[src/source/axi_defines.svh]
// AXI widths and address map
`ifndef AXI_DEFINES_SVH
`define AXI_DEFINES_SVH

// ---------------------------------------------------------------------------
// Channel field widths
// ---------------------------------------------------------------------------
// Master side ID, widened to the slave side ID on the way out
`define AXI_ID_BITS   4
`define AXI_IDS_BITS  8
`define AXI_ADDR_BITS 32
`define AXI_DATA_BITS 32
`define AXI_STRB_BITS 4
`define AXI_LEN_BITS  4
`define AXI_SIZE_BITS 3

// ---------------------------------------------------------------------------
// Address map
// ---------------------------------------------------------------------------
// Region field sits in the upper half of the address
`define AXI_REGION_HI 31
`define AXI_REGION_LO 16
// Only two mapped regions
`define AXI_REGION_S0 16'h0000
`define AXI_REGION_S1 16'h0001

`endif
[src/source/axi_map_pkg.sv]
// Interconnect address map
`default_nettype none
`include "axi_defines.svh"

package axi_map_pkg;

	typedef logic slave_idx_t;   // 0 is s0, 1 is s1
	typedef logic master_idx_t;  // 0 is m0, 1 is m1

	// Target slave from the region field
	function automatic slave_idx_t slave_of(input logic [`AXI_ADDR_BITS-1:0] addr);
		return slave_idx_t'(addr[`AXI_REGION_HI:`AXI_REGION_LO] == `AXI_REGION_S1);
	endfunction

	// True for the two mapped regions only
	function automatic logic in_map(input logic [`AXI_ADDR_BITS-1:0] addr);
		logic [`AXI_REGION_HI-`AXI_REGION_LO:0] region;
		region = addr[`AXI_REGION_HI:`AXI_REGION_LO];
		return (region == `AXI_REGION_S0) || (region == `AXI_REGION_S1);
	endfunction

endpackage

`default_nettype wire

[src/source/axi_chan_pkg.sv]
// AXI channel payloads
`default_nettype none
`include "axi_defines.svh"

package axi_chan_pkg;

	// AR / AW payload as issued by a master
	typedef struct packed {
		logic [`AXI_ID_BITS-1:0]   id;
		logic [`AXI_ADDR_BITS-1:0] addr;
		logic [`AXI_LEN_BITS-1:0]  len;   // Beats minus one
		logic [`AXI_SIZE_BITS-1:0] size;
		logic [1:0]                burst;
	} addr_m_t;

	// Same request toward a slave, wider ID
	typedef struct packed {
		logic [`AXI_IDS_BITS-1:0]  id;
		logic [`AXI_ADDR_BITS-1:0] addr;
		logic [`AXI_LEN_BITS-1:0]  len;
		logic [`AXI_SIZE_BITS-1:0] size;
		logic [1:0]                burst;
	} addr_s_t;

	// W beat, identical on both sides
	typedef struct packed {
		logic [`AXI_DATA_BITS-1:0] data;
		logic [`AXI_STRB_BITS-1:0] strb;
		logic                      last;
	} wdat_t;

	typedef struct packed {
		logic [`AXI_ID_BITS-1:0]   id;
		logic [`AXI_DATA_BITS-1:0] data;
		logic [1:0]                resp;
		logic                      last;  // Final beat of the burst
	} rdat_m_t;

	typedef struct packed {
		logic [`AXI_IDS_BITS-1:0]  id;
		logic [`AXI_DATA_BITS-1:0] data;
		logic [1:0]                resp;
		logic                      last;
	} rdat_s_t;

	typedef struct packed {
		logic [`AXI_ID_BITS-1:0] id;
		logic [1:0]              resp;
	} bresp_m_t;

	typedef struct packed {
		logic [`AXI_IDS_BITS-1:0] id;
		logic [1:0]               resp;
	} bresp_s_t;

	// Master request to slave request, ID zero-extended
	function automatic addr_s_t to_slave_addr(input addr_m_t a);
		return '{id: `AXI_IDS_BITS'(a.id), addr: a.addr, len: a.len, size: a.size,
			burst: a.burst};
	endfunction

endpackage

`default_nettype wire

[src/source/axi_interconnect.sv]
// AXI interconnect, two masters and two slaves
`timescale 1ns/1ps
`default_nettype none

module axi_interconnect (
	input  logic                   ACLK,
	input  logic                   ARESETn,
	// m0, read only
	input  logic                   ar_valid_m0,
	output logic                   ar_ready_m0,
	input  axi_chan_pkg::addr_m_t  ar_data_m0,
	output logic                   r_valid_m0,
	input  logic                   r_ready_m0,
	output axi_chan_pkg::rdat_m_t  r_data_m0,
	// m1, read and write
	input  logic                   ar_valid_m1,
	output logic                   ar_ready_m1,
	input  axi_chan_pkg::addr_m_t  ar_data_m1,
	output logic                   r_valid_m1,
	input  logic                   r_ready_m1,
	output axi_chan_pkg::rdat_m_t  r_data_m1,
	input  logic                   aw_valid_m1,
	output logic                   aw_ready_m1,
	input  axi_chan_pkg::addr_m_t  aw_data_m1,
	input  logic                   w_valid_m1,
	output logic                   w_ready_m1,
	input  axi_chan_pkg::wdat_t    w_data_m1,
	output logic                   b_valid_m1,
	input  logic                   b_ready_m1,
	output axi_chan_pkg::bresp_m_t b_data_m1,
	// s0
	output logic                   ar_valid_s0,
	input  logic                   ar_ready_s0,
	output axi_chan_pkg::addr_s_t  ar_data_s0,
	input  logic                   r_valid_s0,
	output logic                   r_ready_s0,
	input  axi_chan_pkg::rdat_s_t  r_data_s0,
	output logic                   aw_valid_s0,
	input  logic                   aw_ready_s0,
	output axi_chan_pkg::addr_s_t  aw_data_s0,
	output logic                   w_valid_s0,
	input  logic                   w_ready_s0,
	output axi_chan_pkg::wdat_t    w_data_s0,
	input  logic                   b_valid_s0,
	output logic                   b_ready_s0,
	input  axi_chan_pkg::bresp_s_t b_data_s0,
	// s1
	output logic                   ar_valid_s1,
	input  logic                   ar_ready_s1,
	output axi_chan_pkg::addr_s_t  ar_data_s1,
	input  logic                   r_valid_s1,
	output logic                   r_ready_s1,
	input  axi_chan_pkg::rdat_s_t  r_data_s1,
	output logic                   aw_valid_s1,
	input  logic                   aw_ready_s1,
	output axi_chan_pkg::addr_s_t  aw_data_s1,
	output logic                   w_valid_s1,
	input  logic                   w_ready_s1,
	output axi_chan_pkg::wdat_t    w_data_s1,
	input  logic                   b_valid_s1,
	output logic                   b_ready_s1,
	input  axi_chan_pkg::bresp_s_t b_data_s1
);

	// Port names match the channel names one to one
	axi_read_path u_read (.*);   // AR and R of both masters

	axi_write_path u_write (.*); // AW, W and B of m1

endmodule

`default_nettype wire

[src/source/axi_write_path.sv]
// Write routing for m1
`timescale 1ns/1ps
`default_nettype none
`include "axi_defines.svh"

module axi_write_path (
	input  logic                   ACLK,
	input  logic                   ARESETn,
	input  logic                   aw_valid_m1,
	output logic                   aw_ready_m1,
	input  axi_chan_pkg::addr_m_t  aw_data_m1,
	input  logic                   w_valid_m1,
	output logic                   w_ready_m1,
	input  axi_chan_pkg::wdat_t    w_data_m1,
	output logic                   b_valid_m1,
	input  logic                   b_ready_m1,
	output axi_chan_pkg::bresp_m_t b_data_m1,
	output logic                   aw_valid_s0,
	input  logic                   aw_ready_s0,
	output axi_chan_pkg::addr_s_t  aw_data_s0,
	output logic                   w_valid_s0,
	input  logic                   w_ready_s0,
	output axi_chan_pkg::wdat_t    w_data_s0,
	input  logic                   b_valid_s0,
	output logic                   b_ready_s0,
	input  axi_chan_pkg::bresp_s_t b_data_s0,
	output logic                   aw_valid_s1,
	input  logic                   aw_ready_s1,
	output axi_chan_pkg::addr_s_t  aw_data_s1,
	output logic                   w_valid_s1,
	input  logic                   w_ready_s1,
	output axi_chan_pkg::wdat_t    w_data_s1,
	input  logic                   b_valid_s1,
	output logic                   b_ready_s1,
	input  axi_chan_pkg::bresp_s_t b_data_s1
);
	import axi_chan_pkg::*;
	import axi_map_pkg::*;

	logic       busy;      // Write in flight until B accepted
	slave_idx_t wslave_q;  // Latched target
	slave_idx_t aw_sel;
	slave_idx_t w_sel;
	logic       aw_en;
	logic       aw_hs;
	logic       w_en;
	logic       b_hs;
	bresp_s_t   b_s;

	// ---------------------------------------------------------------------------
	// AW, idle only
	// ---------------------------------------------------------------------------
	assign aw_sel = slave_of(aw_data_m1.addr);
	assign aw_en  = ~busy & aw_valid_m1;  // awready low while busy
	assign aw_hs  = aw_valid_m1 & aw_ready_m1;

	axi_fwd_demux #(.payload_t(addr_s_t)) u_aw_demux (
		.in_valid   (aw_valid_m1),
		.in_ready   (aw_ready_m1),
		.in_data    (to_slave_addr(aw_data_m1)),
		.sel        (aw_sel),
		.enable     (aw_en),
		.out0_valid (aw_valid_s0),
		.out1_valid (aw_valid_s1),
		.out0_ready (aw_ready_s0),
		.out1_ready (aw_ready_s1),
		.out0_data  (aw_data_s0),
		.out1_data  (aw_data_s1)
	);

	// W opens with the AW handshake, then follows the latch
	assign w_sel = busy ? wslave_q : aw_sel;
	assign w_en  = busy | aw_hs;

	axi_fwd_demux #(.payload_t(wdat_t)) u_w_demux (
		.in_valid   (w_valid_m1),
		.in_ready   (w_ready_m1),
		.in_data    (w_data_m1),
		.sel        (w_sel),
		.enable     (w_en),
		.out0_valid (w_valid_s0),
		.out1_valid (w_valid_s1),
		.out0_ready (w_ready_s0),
		.out1_ready (w_ready_s1),
		.out0_data  (w_data_s0),
		.out1_data  (w_data_s1)
	);

	// ---------------------------------------------------------------------------
	// B from the latched slave
	// ---------------------------------------------------------------------------
	assign b_s        = wslave_q ? b_data_s1 : b_data_s0;
	assign b_valid_m1 = busy & (wslave_q ? b_valid_s1 : b_valid_s0);
	assign b_data_m1  = busy ? bresp_m_t'{id: b_s.id[`AXI_ID_BITS-1:0], resp: b_s.resp} : '0;
	assign b_ready_s0 = busy & ~wslave_q & b_ready_m1;
	assign b_ready_s1 = busy & wslave_q & b_ready_m1;
	assign b_hs       = b_valid_m1 & b_ready_m1;

	always_ff @(posedge ACLK or negedge ARESETn) begin
		if (!ARESETn) begin
			busy     <= 1'b0;
			wslave_q <= 1'b0;
		end else if (!busy) begin
			if (aw_hs) begin
				busy     <= 1'b1;
				wslave_q <= aw_sel;
			end
		end else if (b_hs) begin
			busy <= 1'b0;
		end
	end

	// No unmapped write ever offered
	assert property (@(posedge ACLK) disable iff (!ARESETn)
		aw_valid_m1 |-> in_map(aw_data_m1.addr));

endmodule

`default_nettype wire

[src/source/axi_read_path.sv]
// AR and R routing
`timescale 1ns/1ps
`default_nettype none
`include "axi_defines.svh"

module axi_read_path (
	input  logic                  ACLK,
	input  logic                  ARESETn,
	input  logic                  ar_valid_m0,
	output logic                  ar_ready_m0,
	input  axi_chan_pkg::addr_m_t ar_data_m0,
	output logic                  r_valid_m0,
	input  logic                  r_ready_m0,
	output axi_chan_pkg::rdat_m_t r_data_m0,
	input  logic                  ar_valid_m1,
	output logic                  ar_ready_m1,
	input  axi_chan_pkg::addr_m_t ar_data_m1,
	output logic                  r_valid_m1,
	input  logic                  r_ready_m1,
	output axi_chan_pkg::rdat_m_t r_data_m1,
	output logic                  ar_valid_s0,
	input  logic                  ar_ready_s0,
	output axi_chan_pkg::addr_s_t ar_data_s0,
	input  logic                  r_valid_s0,
	output logic                  r_ready_s0,
	input  axi_chan_pkg::rdat_s_t r_data_s0,
	output logic                  ar_valid_s1,
	input  logic                  ar_ready_s1,
	output axi_chan_pkg::addr_s_t ar_data_s1,
	input  logic                  r_valid_s1,
	output logic                  r_ready_s1,
	input  axi_chan_pkg::rdat_s_t r_data_s1
);
	import axi_chan_pkg::*;
	import axi_map_pkg::*;

	master_idx_t grant;
	slave_idx_t  target;
	logic        route_en;
	logic        r_done;   // Last R beat handshake
	logic        ar_valid;
	logic        ar_ready;
	addr_s_t     ar_s;
	rdat_s_t     r_s;      // Selected slave's beat
	rdat_m_t     r_m;
	logic        r_valid;
	logic        r_ready;

	axi_read_arbiter u_arb (
		.ACLK        (ACLK),
		.ARESETn     (ARESETn),
		.ar_valid_m0 (ar_valid_m0),
		.ar_valid_m1 (ar_valid_m1),
		.ar_addr_m0  (ar_data_m0.addr),
		.ar_addr_m1  (ar_data_m1.addr),
		.r_done      (r_done),
		.grant       (grant),
		.target      (target),
		.route_en    (route_en)
	);

	// ---------------------------------------------------------------------------
	// AR of the granted master
	// ---------------------------------------------------------------------------
	assign ar_valid    = grant ? ar_valid_m1 : ar_valid_m0;
	assign ar_s        = to_slave_addr(grant ? ar_data_m1 : ar_data_m0);
	assign ar_ready_m0 = ar_ready & ~grant;  // Loser sees no ready
	assign ar_ready_m1 = ar_ready & grant;

	axi_fwd_demux #(.payload_t(addr_s_t)) u_ar_demux (
		.in_valid   (ar_valid),
		.in_ready   (ar_ready),
		.in_data    (ar_s),
		.sel        (target),
		.enable     (route_en),
		.out0_valid (ar_valid_s0),
		.out1_valid (ar_valid_s1),
		.out0_ready (ar_ready_s0),
		.out1_ready (ar_ready_s1),
		.out0_data  (ar_data_s0),
		.out1_data  (ar_data_s1)
	);

	// ---------------------------------------------------------------------------
	// R back to the granted master
	// ---------------------------------------------------------------------------
	assign r_s     = target ? r_data_s1 : r_data_s0;
	assign r_valid = route_en & (target ? r_valid_s1 : r_valid_s0);
	assign r_ready = grant ? r_ready_m1 : r_ready_m0;

	// Upper ID bits dropped
	assign r_m = '{id: r_s.id[`AXI_ID_BITS-1:0], data: r_s.data, resp: r_s.resp,
		last: r_s.last};

	assign r_valid_m0 = r_valid & ~grant;
	assign r_valid_m1 = r_valid & grant;
	assign r_data_m0  = (route_en & ~grant) ? r_m : '0;
	assign r_data_m1  = (route_en & grant) ? r_m : '0;
	assign r_ready_s0 = route_en & ~target & r_ready;
	assign r_ready_s1 = route_en & target & r_ready;

	assign r_done = r_valid & r_ready & r_s.last;  // Ends the burst

endmodule

`default_nettype wire

[src/source/axi_read_arbiter.sv]
// Read arbiter
`timescale 1ns/1ps
`default_nettype none
`include "axi_defines.svh"

module axi_read_arbiter (
	input  logic                      ACLK,
	input  logic                      ARESETn,
	input  logic                      ar_valid_m0,
	input  logic                      ar_valid_m1,
	input  logic [`AXI_ADDR_BITS-1:0] ar_addr_m0,
	input  logic [`AXI_ADDR_BITS-1:0] ar_addr_m1,
	input  logic                      r_done,
	output axi_map_pkg::master_idx_t  grant,
	output axi_map_pkg::slave_idx_t   target,
	output logic                      route_en
);
	import axi_map_pkg::*;

	logic        busy;        // Read in flight
	master_idx_t last_grant;  // Round-robin pointer
	master_idx_t grant_q;     // Latched master
	slave_idx_t  target_q;    // Latched slave
	master_idx_t pick;        // Winner of the idle cycle
	logic        req_any;

	assign req_any = ar_valid_m0 | ar_valid_m1;

	// ---------------------------------------------------------------------------
	// Round-robin pick
	// ---------------------------------------------------------------------------
	always_comb begin
		case ({ar_valid_m1, ar_valid_m0})
			2'b11:   pick = ~last_grant;  // Both ask so the other master wins
			2'b10:   pick = 1'b1;
			default: pick = 1'b0;
		endcase
	end

	// Live grant in idle so AR can complete at once
	assign grant    = busy ? grant_q : pick;
	assign target   = busy ? target_q : slave_of(pick ? ar_addr_m1 : ar_addr_m0);
	assign route_en = busy | req_any;

	// ---------------------------------------------------------------------------
	// Idle / busy
	// ---------------------------------------------------------------------------
	always_ff @(posedge ACLK or negedge ARESETn) begin
		if (!ARESETn) begin
			busy       <= 1'b0;
			last_grant <= 1'b0;  // m0 first so m1 wins the first tie
			grant_q    <= 1'b0;
			target_q   <= 1'b0;
		end else if (!busy) begin
			if (req_any) begin
				busy       <= 1'b1;
				grant_q    <= pick;
				target_q   <= target;
				last_grant <= pick;
			end
		end else if (r_done) begin
			busy <= 1'b0;  // Last R beat accepted
		end
	end

	// Masters issue mapped reads only
	assert property (@(posedge ACLK) disable iff (!ARESETn)
		!busy && req_any |-> in_map(pick ? ar_addr_m1 : ar_addr_m0));

endmodule

`default_nettype wire

[src/source/axi_fwd_demux.sv]
// Valid/ready channel demux
`timescale 1ns/1ps
`default_nettype none

module axi_fwd_demux #(
	parameter type payload_t = logic
) (
	input  logic                    in_valid,
	output logic                    in_ready,
	input  payload_t                in_data,
	input  axi_map_pkg::slave_idx_t sel,
	input  logic                    enable,
	output logic                    out0_valid,
	output logic                    out1_valid,
	input  logic                    out0_ready,
	input  logic                    out1_ready,
	output payload_t                out0_data,
	output payload_t                out1_data
);

	always_comb begin
		// Quiet outputs by default
		out0_valid = 1'b0;
		out1_valid = 1'b0;
		out0_data  = '0;
		out1_data  = '0;
		in_ready   = 1'b0;
		if (enable) begin
			if (sel) begin
				out1_valid = in_valid;
				out1_data  = in_data;
				in_ready   = out1_ready;  // Ready straight from s1
			end else begin
				out0_valid = in_valid;
				out0_data  = in_data;
				in_ready   = out0_ready;
			end
		end
	end

endmodule

`default_nettype wire

[config.mk]
export PLATFORM = sky130hd
export DESIGN_NAME = axi_interconnect
export DESIGN_NICKNAME = d
export VERILOG_FILES = /design/src/source/axi_map_pkg.sv /design/src/source/axi_chan_pkg.sv /design/src/source/axi_interconnect.sv /design/src/source/axi_write_path.sv /design/src/source/axi_read_path.sv /design/src/source/axi_read_arbiter.sv /design/src/source/axi_fwd_demux.sv
export VERILOG_INCLUDE_DIRS = /design/src /design/src/source
export SDC_FILE = /design/constraint.sdc
export NUM_CORES = 1
export LEC_CHECK = 0
export BUFFER_PORTS_ARGS = -buffer_cell sky130_fd_sc_hd__buf_2
export CORE_AREA = 2 2 259 261
export DETAILED_ROUTE_END_ITERATION = 8
export DIE_AREA = 0 0 261 263
export GPL_TIMING_DRIVEN = 0
export PLACE_DENSITY = 0.3
export SLEW_MARGIN = 20
export SYNTH_ARGS = -nofsm -noshare
export SYNTH_HDL_FRONTEND = slang
export SYNTH_SLANG_ARGS = --single-unit
export TNS_END_PERCENT = 1
[constraint.sdc]
create_clock -name ACLK -period 5.4 [get_ports ACLK]
set_clock_uncertainty 0.15 [all_clocks]
set_input_delay 1.35 -clock ACLK [delete_from_list [all_inputs] [get_ports ACLK]]
set_output_delay 1.35 -clock ACLK [all_outputs]
set_load 0.02 [all_outputs]
==> results.md, run 1 <==
- Setup_tns: 0 ns
- Yosys reg bits: 5
- Clock period minus worst slack: approximately 5.2 ns
- Worst slew pin tran: around 0.84 ns
- Worst VDD drop: 0.000140 V
- Initial Util: roughly 5.5%
- RSZ-0062 raised after global routing: false
- GRT overflow: 0
- Max clock buf depth: 2
- Post-Syn Instances: 580
- Synth Cell Area: 0.00362 mm^2
- Class of the worst hold path: reg2reg
- Vias in the first global route: 6434
- Initial antenna violation count: 8
- # Max-Cap Violations: 0
- Die area: 0.0686 mm^2
- Post-route ant nets: 0
- Ys async rst share: 100%
- Top-count cell post-synth: nor2_1
- Distinct cell type count after synthesis: 38
- Final Max Tran Viols: 0
- Warnings from Yosys: 0
- Chip height: between 200 and 300 um
- HPWL after DPL: 28100 um
- Status: completed
- Most frequent cells after synthesis: nor2_1, mux2i_1, nor2b_1
- Core area: between 0.06 and 0.07 mm^2
- Clock sink count: 5
- Gpl congestion: between 0.8 and 0.9
- Worst path bufs/invs: 5
- Final setup fails: 0
- Final wirelength: 31200 um
- CP most frequent cell: buf_2
- Layout cells sized above 1: between 50 and 60%
- Port Buffers: 620
- Post-route DRC: 0
- Crit-path cells: buf_2 > nor4_2 > nand4_1 > buf_4 > mux2_2 > o31a_1 > buf_2 > buf_2 > nor2_1 > buf_2
- Critical Path RT: 3.90 ns
- Max Clk Rate: 191 MHz
- H-tree depth: 1
- Synthesized area per cell: ~6.2 um^2
- Main synth FF type: dfrtp_1
- Area share of the largest cell type after synthesis: 25.4%
- R2R Setup Slk: approximately 3.7 ns
- Global-route wire length before repair: 41800 um
- Clk_lat worst skew: 0.24 ns
- Critical path arrival: about 3.8 ns
- Chip width: 261 um
- Root Buffer: clkbuf_16
- PwrDens: 496 mW/mm^2
- Routed WL per cell: 14.8 um
- Critical path launch point type: primary input
- Nets@finish: 1535
- Area delta synth->final: 124%
- Critical path peak fanout: 10
- # IOs: 668
- Relative slew slack: 44.1%
- Largest delay contributor family on the critical path: buffers and inverters
- Final Cycle Share: 97.2%
- Final hold vios: 0
- Post-synth EDFFs: 0
- Drt pass-1 iters: 4
- Clock transition at path regs: ~0.03 ns
- Tot Pwr: 0.00403 W
- Post-layout util: 12.4%
- Synth area leaders: mux2i_1, nor2_1, nor2b_1
- Hold_ws: ~0.5 ns
- 1st-iter DRT viols: 153
- Largest net degree at the start of global routing: 11
- CTS buffer count: 3
- Slowest stage delay, CP: 0.46 ns
- Leakage: 4.72 nW
- Crit Path Class: in2out
- All-layer global routing usage: 8.23%
- Largest area contributor in the netlist: mux2i_1
- Vias per inst: between 3 and 4
- DR vias: 6466
- Critical path's slowest cell: nor4_2
- Register area share after synthesis: 3.45%
- CTS tree: done
- FP Rows: 94
- Filler cells: 7757
- Worst setup EP type: primary output
[report_power, final]
part | internal [W] | switching [W]
registers | 0.0000511 | 0.0000259
clock network | 0.0000986 | 0.0000324
logic | 0.00123 | 0.00259
total | 0.00138 | 0.00265
[through the flow]
stage,setup slack [ns],cell area (um^2),instances
2_1_floorplan,0.938,3730,610
3_3_place_gp,-0.809,7920,2094
3_5_place_dp,-0.904,7920,2094
4_1_cts,0.0281,8100,2101
5_1_grt,0.0163,8120,2101
6_report,0.152,8130,2103
[worst register-to-register path, stage by stage (launching register included)]
cell and delay [ns]:
dfrtp_1 0.47, and3b_1 0.32, clkbuf_1 0.34, nand2_1 0.10, a22o_1 0.19
[state kept, by name, summed over array words and instances, names as in the netlist]
signal,flops
u_read.u_arb.busy,1
u_read.u_arb.grant_q,1
u_read.u_arb.target_q,1
u_write.busy,1
u_write.wslave_q,1
[path summary, 6_finish.rpt]
kind                                  startpoint               endpoint  depth (start not counted)
max in group asynchronous                ARESETn  u_read.u_arb.target_q                          1
setup / recovery                  ar_data_m0[28]          ar_data_s1[9]                         10
hold / removal             u_read.u_arb.target_q  u_read.u_arb.target_q                          2
setup reg to reg                    u_write.busy       u_write.wslave_q                          4
hold reg to reg            u_read.u_arb.target_q  u_read.u_arb.target_q                          2
min in group asynchronous                ARESETn       u_write.wslave_q                          1
[cell families after synthesis]
family | count (synthesis) | share of synthesized area (%)
compound gates | 22 | 4.32
buf+inv | 80 | 12.8
flops | 5 | 3.45
mux | 96 | 26.7
other cells | 1 | 0.104
simple gates | 376 | 52.6
[cell type report]
type	count	area (um^2)	area share, %
Clock buffer	4	78.8	0.970
Timing Repair Buffer	623	3140	38.6
Tap cell	864	1080	13.3
Antenna cell	2	5.00	0.0616
Inverter	1	3.75	0.0462
Buffer	79	464	5.71
Multi-Input combinational cell	525	3230	39.7
Sequential cell	5	125	1.54
[metal layers]
layer | wire (um) | vias up | global-route usage [%] | part of all wire [%]
met5 | 54 | - | 0 | 0.17
met3 | 2640 | 27 | 1.99 | 8.5
met2 | 17400 | 406 | 17.6 | 56
met1 | 10700 | 2891 | 7.83 | 34
li1 | - | 3134 | - | -
met4 | 386 | 8 | 0.906 | 1.2
[cells in the final DEF (no fill, tap or decap), types with 3 or more instances in the layout]
| master | instances |
|---|---|
| buf_2 | 643 |
| nor2_1 | 176 |
| mux2i_1 | 91 |
| nor2b_1 | 87 |
| and2_1 | 74 |
| buf_4 | 35 |
| conb_1 | 31 |
| clkbuf_1 | 21 |
| nand2_1 | 14 |
| nor4_1 | 6 |
| dfrtp_1 | 5 |
| mux2_2 | 4 |
| o22ai_1 | 4 |
| nor4b_2 | 3 |
| nand4_1 | 3 |
| a22o_1 | 3 |
| a21oi_1 | 3 |
| o21ai_0 | 3 |
| clkbuf_16 | 3 |
[repair_timing]
item                       in CTS  in global routing
buffers inserted                3                  0
hold endpoints to repair        0                  0
gates resized for setup        10                  3
setup endpoints to repair     257                 22
pin swaps                       4                  0
hold buffers                    0                  0
Power figures use the tool's default switching activity.
==> run 2: changes to the inputs <==
--- a/config.mk
+++ b/config.mk
@@ -6,7 +6,8 @@
 export SDC_FILE = /design/constraint.sdc
 export NUM_CORES = 1
 export LEC_CHECK = 0
-export BUFFER_PORTS_ARGS = -buffer_cell sky130_fd_sc_hd__buf_2
+export BUFFER_PORTS_ARGS = -buffer_cell sky130_fd_sc_hd__buf_4
+export CAP_MARGIN = 5
 export CORE_AREA = 2 2 259 261
 export DETAILED_ROUTE_END_ITERATION = 8
 export DIE_AREA = 0 0 261 263
==> run 2 against run 1 <==
  * Register-to-register slack worse by 0.03 ns
  * Design area up 20%
  * Wire length up 6.7%
  * Non-clock buffer count up 3
  * Utilization up 2.4 points
  * Die area unchanged
  * Largest power group unchanged
  * Cell count up 0.14%
  * Clock power about the same
==> results.md, run 2 (synthesis gave the netlist of run 1 again) <==
- Place WS: -0.808 ns (+0.0966 ns)
- # IOs: 668 (unchanged)
- Max clock buf depth: 2 (unchanged)
- Placed cell areas: 0.00947 mm^2 (+20%)
- CTS tree: done
- WHS Path Cells: 2 (unchanged)
- Max Clk Rate: 188 MHz (-1.5%)
- Sw frac: 58.9% (-6.8 points)
- Combinational power share: 95.5% (+0.7 points)
- Gpl congestion: 0.763 (-5.7%)
- Min-delay src: u_read.u_arb.target_q
- Sequential share of power: 1.7% (-0.2 points)
- Filler cells: 7655 (-1.3%)
- Relative slew slack: 41.0% (-3.1 points)
- Most frequent cells in the layout: buf_4, nor2_1, mux2i_1, nor2b_1, and2_1
- Final Cycle Share: 98.6% (+1.4 points)
- Root Buffer: clkbuf_16
- Critical path peak fanout: 10 (unchanged)
- Sw Pwr: 0.00271 W (+2.3%)
- Critical path arrival: 3.83 ns (+0.08 ns)
- Worst setup EP type: primary output
- Largest net degree at the start of global routing: 11 (unchanged)
- Vias in the first global route: 6762 (+5.1%)
- Tot Pwr: 0.00460 W (+14%)
- Class of the worst hold path: reg2reg
- Hold_ws: 0.492 ns (+0.00132 ns)
- Clock share of power: 2.8% (-0.4 points)
- Status: completed
- Setup_tns: 0 ns (unchanged)
- 1st-iter DRT viols: 166 (+8.5%)
- GRT overflow: 0 (unchanged)
- Chip height: 263 um (unchanged)
- RSZ-0062 raised after global routing: false
- R2R depth: 4 (unchanged)
- Critical path launch point type: primary input
- Chip width: 261 um (unchanged)
- Nets@finish: 1538 (+0.20%)
- Vias per inst: 3.03 (-1.5%)
- Drt pass-1 iters: 4 (unchanged)
- Layout cells sized above 1: 56.9% (+0.27 points)
- Reg-to-reg startpoint: u_write.busy
- Most common cell after layout, fill and taps aside: buf_4
- HPWL after DPL: 30000 um (+6.8%)
- Clock sink count: 5 (unchanged)
- Worst hold path endpoint: u_read.u_arb.target_q
- R2R Setup Slk: 3.68 ns (-0.03 ns)
- Area delta synth->final: 168%
- Final Max Tran Viols: 0 (unchanged)
- Leakage: 5.06 nW (+7.1%)
- Final setup fails: 0 (unchanged)
- Design Area, Final: 0.00971 mm^2 (+20%)
- Clock period minus worst slack: 5.33 ns (+0.0779 ns)
- All-layer global routing usage: 8.78% (+0.55 points)
- Die area: 0.0686 mm^2 (unchanged)
- Worst VDD drop: 0.000146 V (+4.1%)
- DR vias: 6380 (-1.3%)
- H-tree depth: 1 (unchanged)
- Global-route wire length before repair: 44400 um (+6.1%)
- Core area: 0.0656 mm^2 (unchanged)
- Final hold vios: 0 (unchanged)
- PwrDens: 474 mW/mm^2 (-4.5%)
- Worst setup margin: 0.0743 ns (-0.0779 ns)
- # Max-Cap Violations: 0 (unchanged)
- Port Buffers: 620 (unchanged)
- Reg2Reg Capture Point: u_write.wslave_q
- Post-route ant nets: 0 (unchanged)
- FP Rows: 94 (unchanged)
- Clk_lat worst skew: 0.24 ns (about the same)
- Clock transition at path regs: 0.04 ns (about the same)
- Final wirelength: 33300 um (+6.7%)
- Initial antenna violation count: 2 (-6)
- Initial Util: 5.52% (unchanged)
- Critical Path RT: 3.90 ns (about the same)
- Post-route DRC: 0 (unchanged)
- Routed WL per cell: 15.8 um (+6.6%)
- CTS buffer count: 3 (unchanged)
- Worst slew pin tran: 0.885 ns (+0.0463 ns)
- P_int: 0.00189 W (+37%)
- Crit Path Class: in2out
-- run 2: through the flow --
stage          util, %  std cells
6_report          14.8       2106
3_3_place_gp      14.4       2094
2_1_floorplan        -        610
4_1_cts           14.7       2101
5_1_grt           14.8       2104
3_5_place_dp      14.4       2094
-- run 2: critical path, stage by stage --
cell and delay [ns]:
buf_4 0.12, nor4_4 0.33, nand4_1 0.37, mux2_2 0.45, o31a_1 0.28, buf_2 0.18, buf_2 0.24, nor2_1 0.28
buf_4 0.20
-- run 2: per-layer routing --
layer	up-vias	GRT usage (%)	routed length, um
met5	-	0	12
met4	2	0.737	276
met3	12	2.40	2900
met2	383	18.8	18800
met1	2848	8.25	11300
li1	3135	-	-
-- run 2: worst max-delay path by stage --
stage | from | end | slack (ns) | cells past startpoint
3_3_place_gp | ar_data_m1[28] | r_data_m0[8] | -0.60 | 8
4_1_cts | ar_data_m0[28] | ar_data_s1[9] | -0.002 | 9
3_5_place_dp | ar_data_m1[28] | r_data_m0[8] | -0.81 | 8
5_1_grt | ar_data_m0[28] | ar_data_s1[9] | 0.001 | 9
6_report | ar_data_m0[28] | ar_data_s1[9] | 0.07 | 9
2_1_floorplan | ar_data_m1[36] | ar_ready_m0 | 0.94 | 7
-- run 2: layout make-up --
class / instances / area, um^2 / share of cell area, %
multi-input cells: 525 / 3230 / 33.3
plain buffers: 79 / 473 / 4.87
flip-flops and latches: 5 / 125 / 1.29
repair buffers: 626 / 4710 / 48.5
clock buffers: 4 / 78.8 / 0.812
inverters: 1 / 3.75 / 0.0386
diodes: 2 / 5.00 / 0.0515
well taps: 864 / 1080 / 11.1
-- run 2: what timing repair did --
action                                 in CTS  in global routing
pin swaps                                   3                  2
setup endpoints to repair                 243                 84
endpoints found under the hold margin       0                  0
gates resized for setup                    13                  4
buffers inserted                            3                  3
hold buffers                                0                  0
-- run 2: power groups by stage --
stage	clock network, W	logic, W	registers (W)
detailed placement	0	0.00442	0.0000784
floorplan	0	0.00238	0.0000663
finish	0.000130	0.00440	0.0000775
global placement	0	0.00445	0.0000771
CTS	0.000139	0.00449	0.0000781
global route	0.000145	0.00471	0.0000826
==> run 3: changes to the inputs <==
--- a/config.mk
+++ b/config.mk
@@ -8,11 +8,13 @@
 export LEC_CHECK = 0
 export BUFFER_PORTS_ARGS = -buffer_cell sky130_fd_sc_hd__buf_4
 export CAP_MARGIN = 5
-export CORE_AREA = 2 2 259 261
+export CELL_PAD_IN_SITES_DETAIL_PLACEMENT = 0
+export CELL_PAD_IN_SITES_GLOBAL_PLACEMENT = 1
+export CORE_AREA = 2 2 260 262
 export DETAILED_ROUTE_END_ITERATION = 8
-export DIE_AREA = 0 0 261 263
+export DIE_AREA = 0 0 262 264
 export GPL_TIMING_DRIVEN = 0
-export PLACE_DENSITY = 0.3
+export PLACE_DENSITY = 0.36
 export SLEW_MARGIN = 20
 export SYNTH_ARGS = -nofsm -noshare
 export SYNTH_HDL_FRONTEND = slang
==> run 3 against run 2 <==
  * Register-to-register slack worse by 0.02 ns
  * Sequential share of layout area about the same
  * Maximum frequency up 2.2%
  * Clock power about the same
  * Design area shrank 0.43%
  * Critical path type unchanged
  * Largest cell class unchanged
==> results.md, run 3 (synthesis gave the netlist of run 1 again) <==
- Layout Cells excl Fill: 2113 (+0.33%)
- Area delta synth->final: 167%
- Critical path launch point type: primary input
- Post-route ant nets: 0 (unchanged)
- Leakage: 5.03 nW (-0.54%)
- Clock sink count: 5 (unchanged)
- Global-route wire length before repair: 49100 um (+11%)
- Relative slew slack: 50.6% (+9.6 points)
- Most common cell after layout, fill and taps aside: buf_4
- Chip height: 264 um (+0.38%)
- Worst setup margin: 0.188 ns (+0.113 ns)
- Largest net degree at the start of global routing: 11 (unchanged)
- Combinational power share: 95.6% (about the same)
- Busiest grt layer: met2
- Initial Util: 5.44% (-0.078 points)
- Max clock buf depth: 2 (unchanged)
- Final Max Tran Viols: 0 (unchanged)
- Die area: 0.0692 mm^2 (+0.76%)
- Final wirelength: 37700 um (+13%)
- GRT overflow: 0 (unchanged)
- PwrDens: 485 mW/mm^2 (+2.4%)
- Post-route DRC: 0 (unchanged)
- Layout cells sized above 1: 56.5% (-0.31 points)
- Clock share of power: 2.8% (about the same)
- Max Clk Rate: 192 MHz (+2.2%)
- Worst path bufs/invs: 5 (+1)
- DR vias: 6419 (+0.61%)
- Sequential share of power: 1.6% (about the same)
- Gpl congestion: 0.773 (+1.3%)
- CTS tree: done
- CTS buffer count: 3 (unchanged)
- Met3 Usage GRT: 3.25% (+0.86 points)
- Met2 Usage GRT: 20.6% (+1.7 points)
- Crit Path Class: in2out
- Final setup fails: 0 (unchanged)
- # IOs: 668 (unchanged)
- Routed WL per cell: 17.8 um (+13%)
- Worst VDD drop: 0.000125 V (-14%)
- Critical path peak fanout: 10 (unchanged)
- Clock period minus worst slack: 5.21 ns (-0.113 ns)
- All-layer global routing usage: 9.98% (+1.2 points)
- Drt pass-1 iters: 4 (unchanged)
- Clock transition at path regs: 0.04 ns (about the same)
- Critical Path RT: 3.90 ns (about the same)
- Core area: 0.0666 mm^2 (+1.4%)
- Final Cycle Share: 96.5% (-2.1 points)
- Worst setup EP type: primary output
- 1st-iter DRT viols: 153 (-7.8%)
- Critical path arrival: 3.71 ns (-0.12 ns)
- DP Cell Count: 2103 (+0.43%)
- Largest delay contributor family on the critical path: buffers and inverters
- M1 GR Usage: 9.72% (+1.5 points)
- Filler cells: 7819 (+2.1%)
- CP most frequent cell: buf_4
- Worst slew pin tran: 0.741 ns (-0.143 ns)
- Slowest stage delay, CP: 0.45 ns (about the same)
- RSZ-0062 raised after global routing: false
- Critical path's slowest cell: nor4_1
- FP Rows: 95 (+1.1%)
- H-tree depth: 1 (unchanged)
- Class of the worst hold path: reg2reg
- Chip width: 262 um (+0.38%)
- Place WS: -0.512 ns (+0.295 ns)
- Vias per inst: 3.04 (+0.28%)
- # Max-Cap Violations: 0 (unchanged)
- Hold Buf Count CTS: 0 (unchanged)
- Most frequent cells in the layout: buf_4, nor2_1, mux2i_1, nor2b_1, and2_1
- Crit-path cells: buf_4 > nor4_1 > nand4_1 > buf_4 > mux2_2 > o31a_1 > buf_2 > buf_2 > nor2_1 > buf_4
- Port Buffers: 620 (unchanged)
- Initial antenna violation count: 5 (+3)
- Nets@finish: 1536 (-0.13%)
- Vias in the first global route: 6706 (-0.83%)
- Sw Pwr: 0.00281 W (+3.7%)
- Sw frac: 59.9% (+1.0 points)
- Clk_lat worst skew: 0.24 ns (about the same)
- Root Buffer: clkbuf_16
- Status: completed
- HPWL after DPL: 34100 um (+13%)
- Final hold vios: 0 (unchanged)
- P_int: 0.00188 W (-0.58%)
## run 3: cell types whose count changed in the layout (fill, tap and decap cells not counted), sizes merged
cell | previous run | this run
clkbuf | 25 | 24
buf | 684 | 683
## run 3: per-stage QoR
step / util [%] / cell area (um^2) / TNS (ns) / total power [W] / hold slack (ns)
after floorplan: - / 3730 / 0 / 0.00244 / 0.405
after global placement: 14.2 / 9480 / -11.68 / 0.00469 / 0.486
after detailed placement: 14.2 / 9480 / -15.46 / 0.00464 / 0.473
after CTS: 14.5 / 9650 / 0 / 0.00484 / 0.483
after global routing: 14.5 / 9670 / 0 / 0.00505 / 0.508
final: 14.5 / 9670 / 0 / 0.00469 / 0.482
## run 3: routing by layer
metal  wire length (um)  up-vias
li1                   -     3131
met1              12800     2885
met2              21000      383
met3               3570       18
met4                312        2
met5                 13        -
## run 3: worst paths after layout
check	to	startpoint	cells after the start	slack, ns
hold / removal	u_read.u_arb.target_q	u_read.u_arb.target_q	2	0.48
setup / recovery	ar_data_s1[11]	ar_data_m0[36]	10	0.19
min in group asynchronous	u_write.wslave_q	ARESETn	1	0.78
hold reg to reg	u_read.u_arb.target_q	u_read.u_arb.target_q	2	0.48
setup reg to reg	u_write.wslave_q	u_write.busy	4	3.66
max in group asynchronous	u_read.u_arb.grant_q	ARESETn	1	4.19
## run 3: worst register-to-register path: stages (launching register included)
cell	delay [ns]
dfrtp_1	0.44
and3b_1	0.35
clkbuf_1	0.40
nand2_1	0.10
a22o_1	0.19
## run 3: power groups by stage
stage	Clock (W)	Combinational (W)	Sequential (W)
after floorplan	0	0.00238	0.0000663
after global routing	0.000143	0.00483	0.0000775
after detailed placement	0	0.00457	0.0000739
after CTS	0.000139	0.00463	0.0000737
after global placement	0	0.00461	0.0000744
final	0.000130	0.00449	0.0000737
## run 3: timing repair
item | in CTS | in global routing
buffers inserted | 2 | 2
pin swaps | 2 | 2
setup endpoints to repair | 168 | 33
gates resized for setup | 13 | 0
## run 3: area by class of cell
type | count | area (um^2) | area share (%)
repair buffers | 624 | 4680 | 48.4
multi-input cells | 525 | 3210 | 33.2
well taps | 873 | 1090 | 11.3
plain buffers | 79 | 470 | 4.86
flip-flops and latches | 5 | 125 | 1.29
clock buffers | 4 | 78.8 | 0.815
diodes | 2 | 5.00 | 0.0518
inverters | 1 | 3.75 | 0.0388
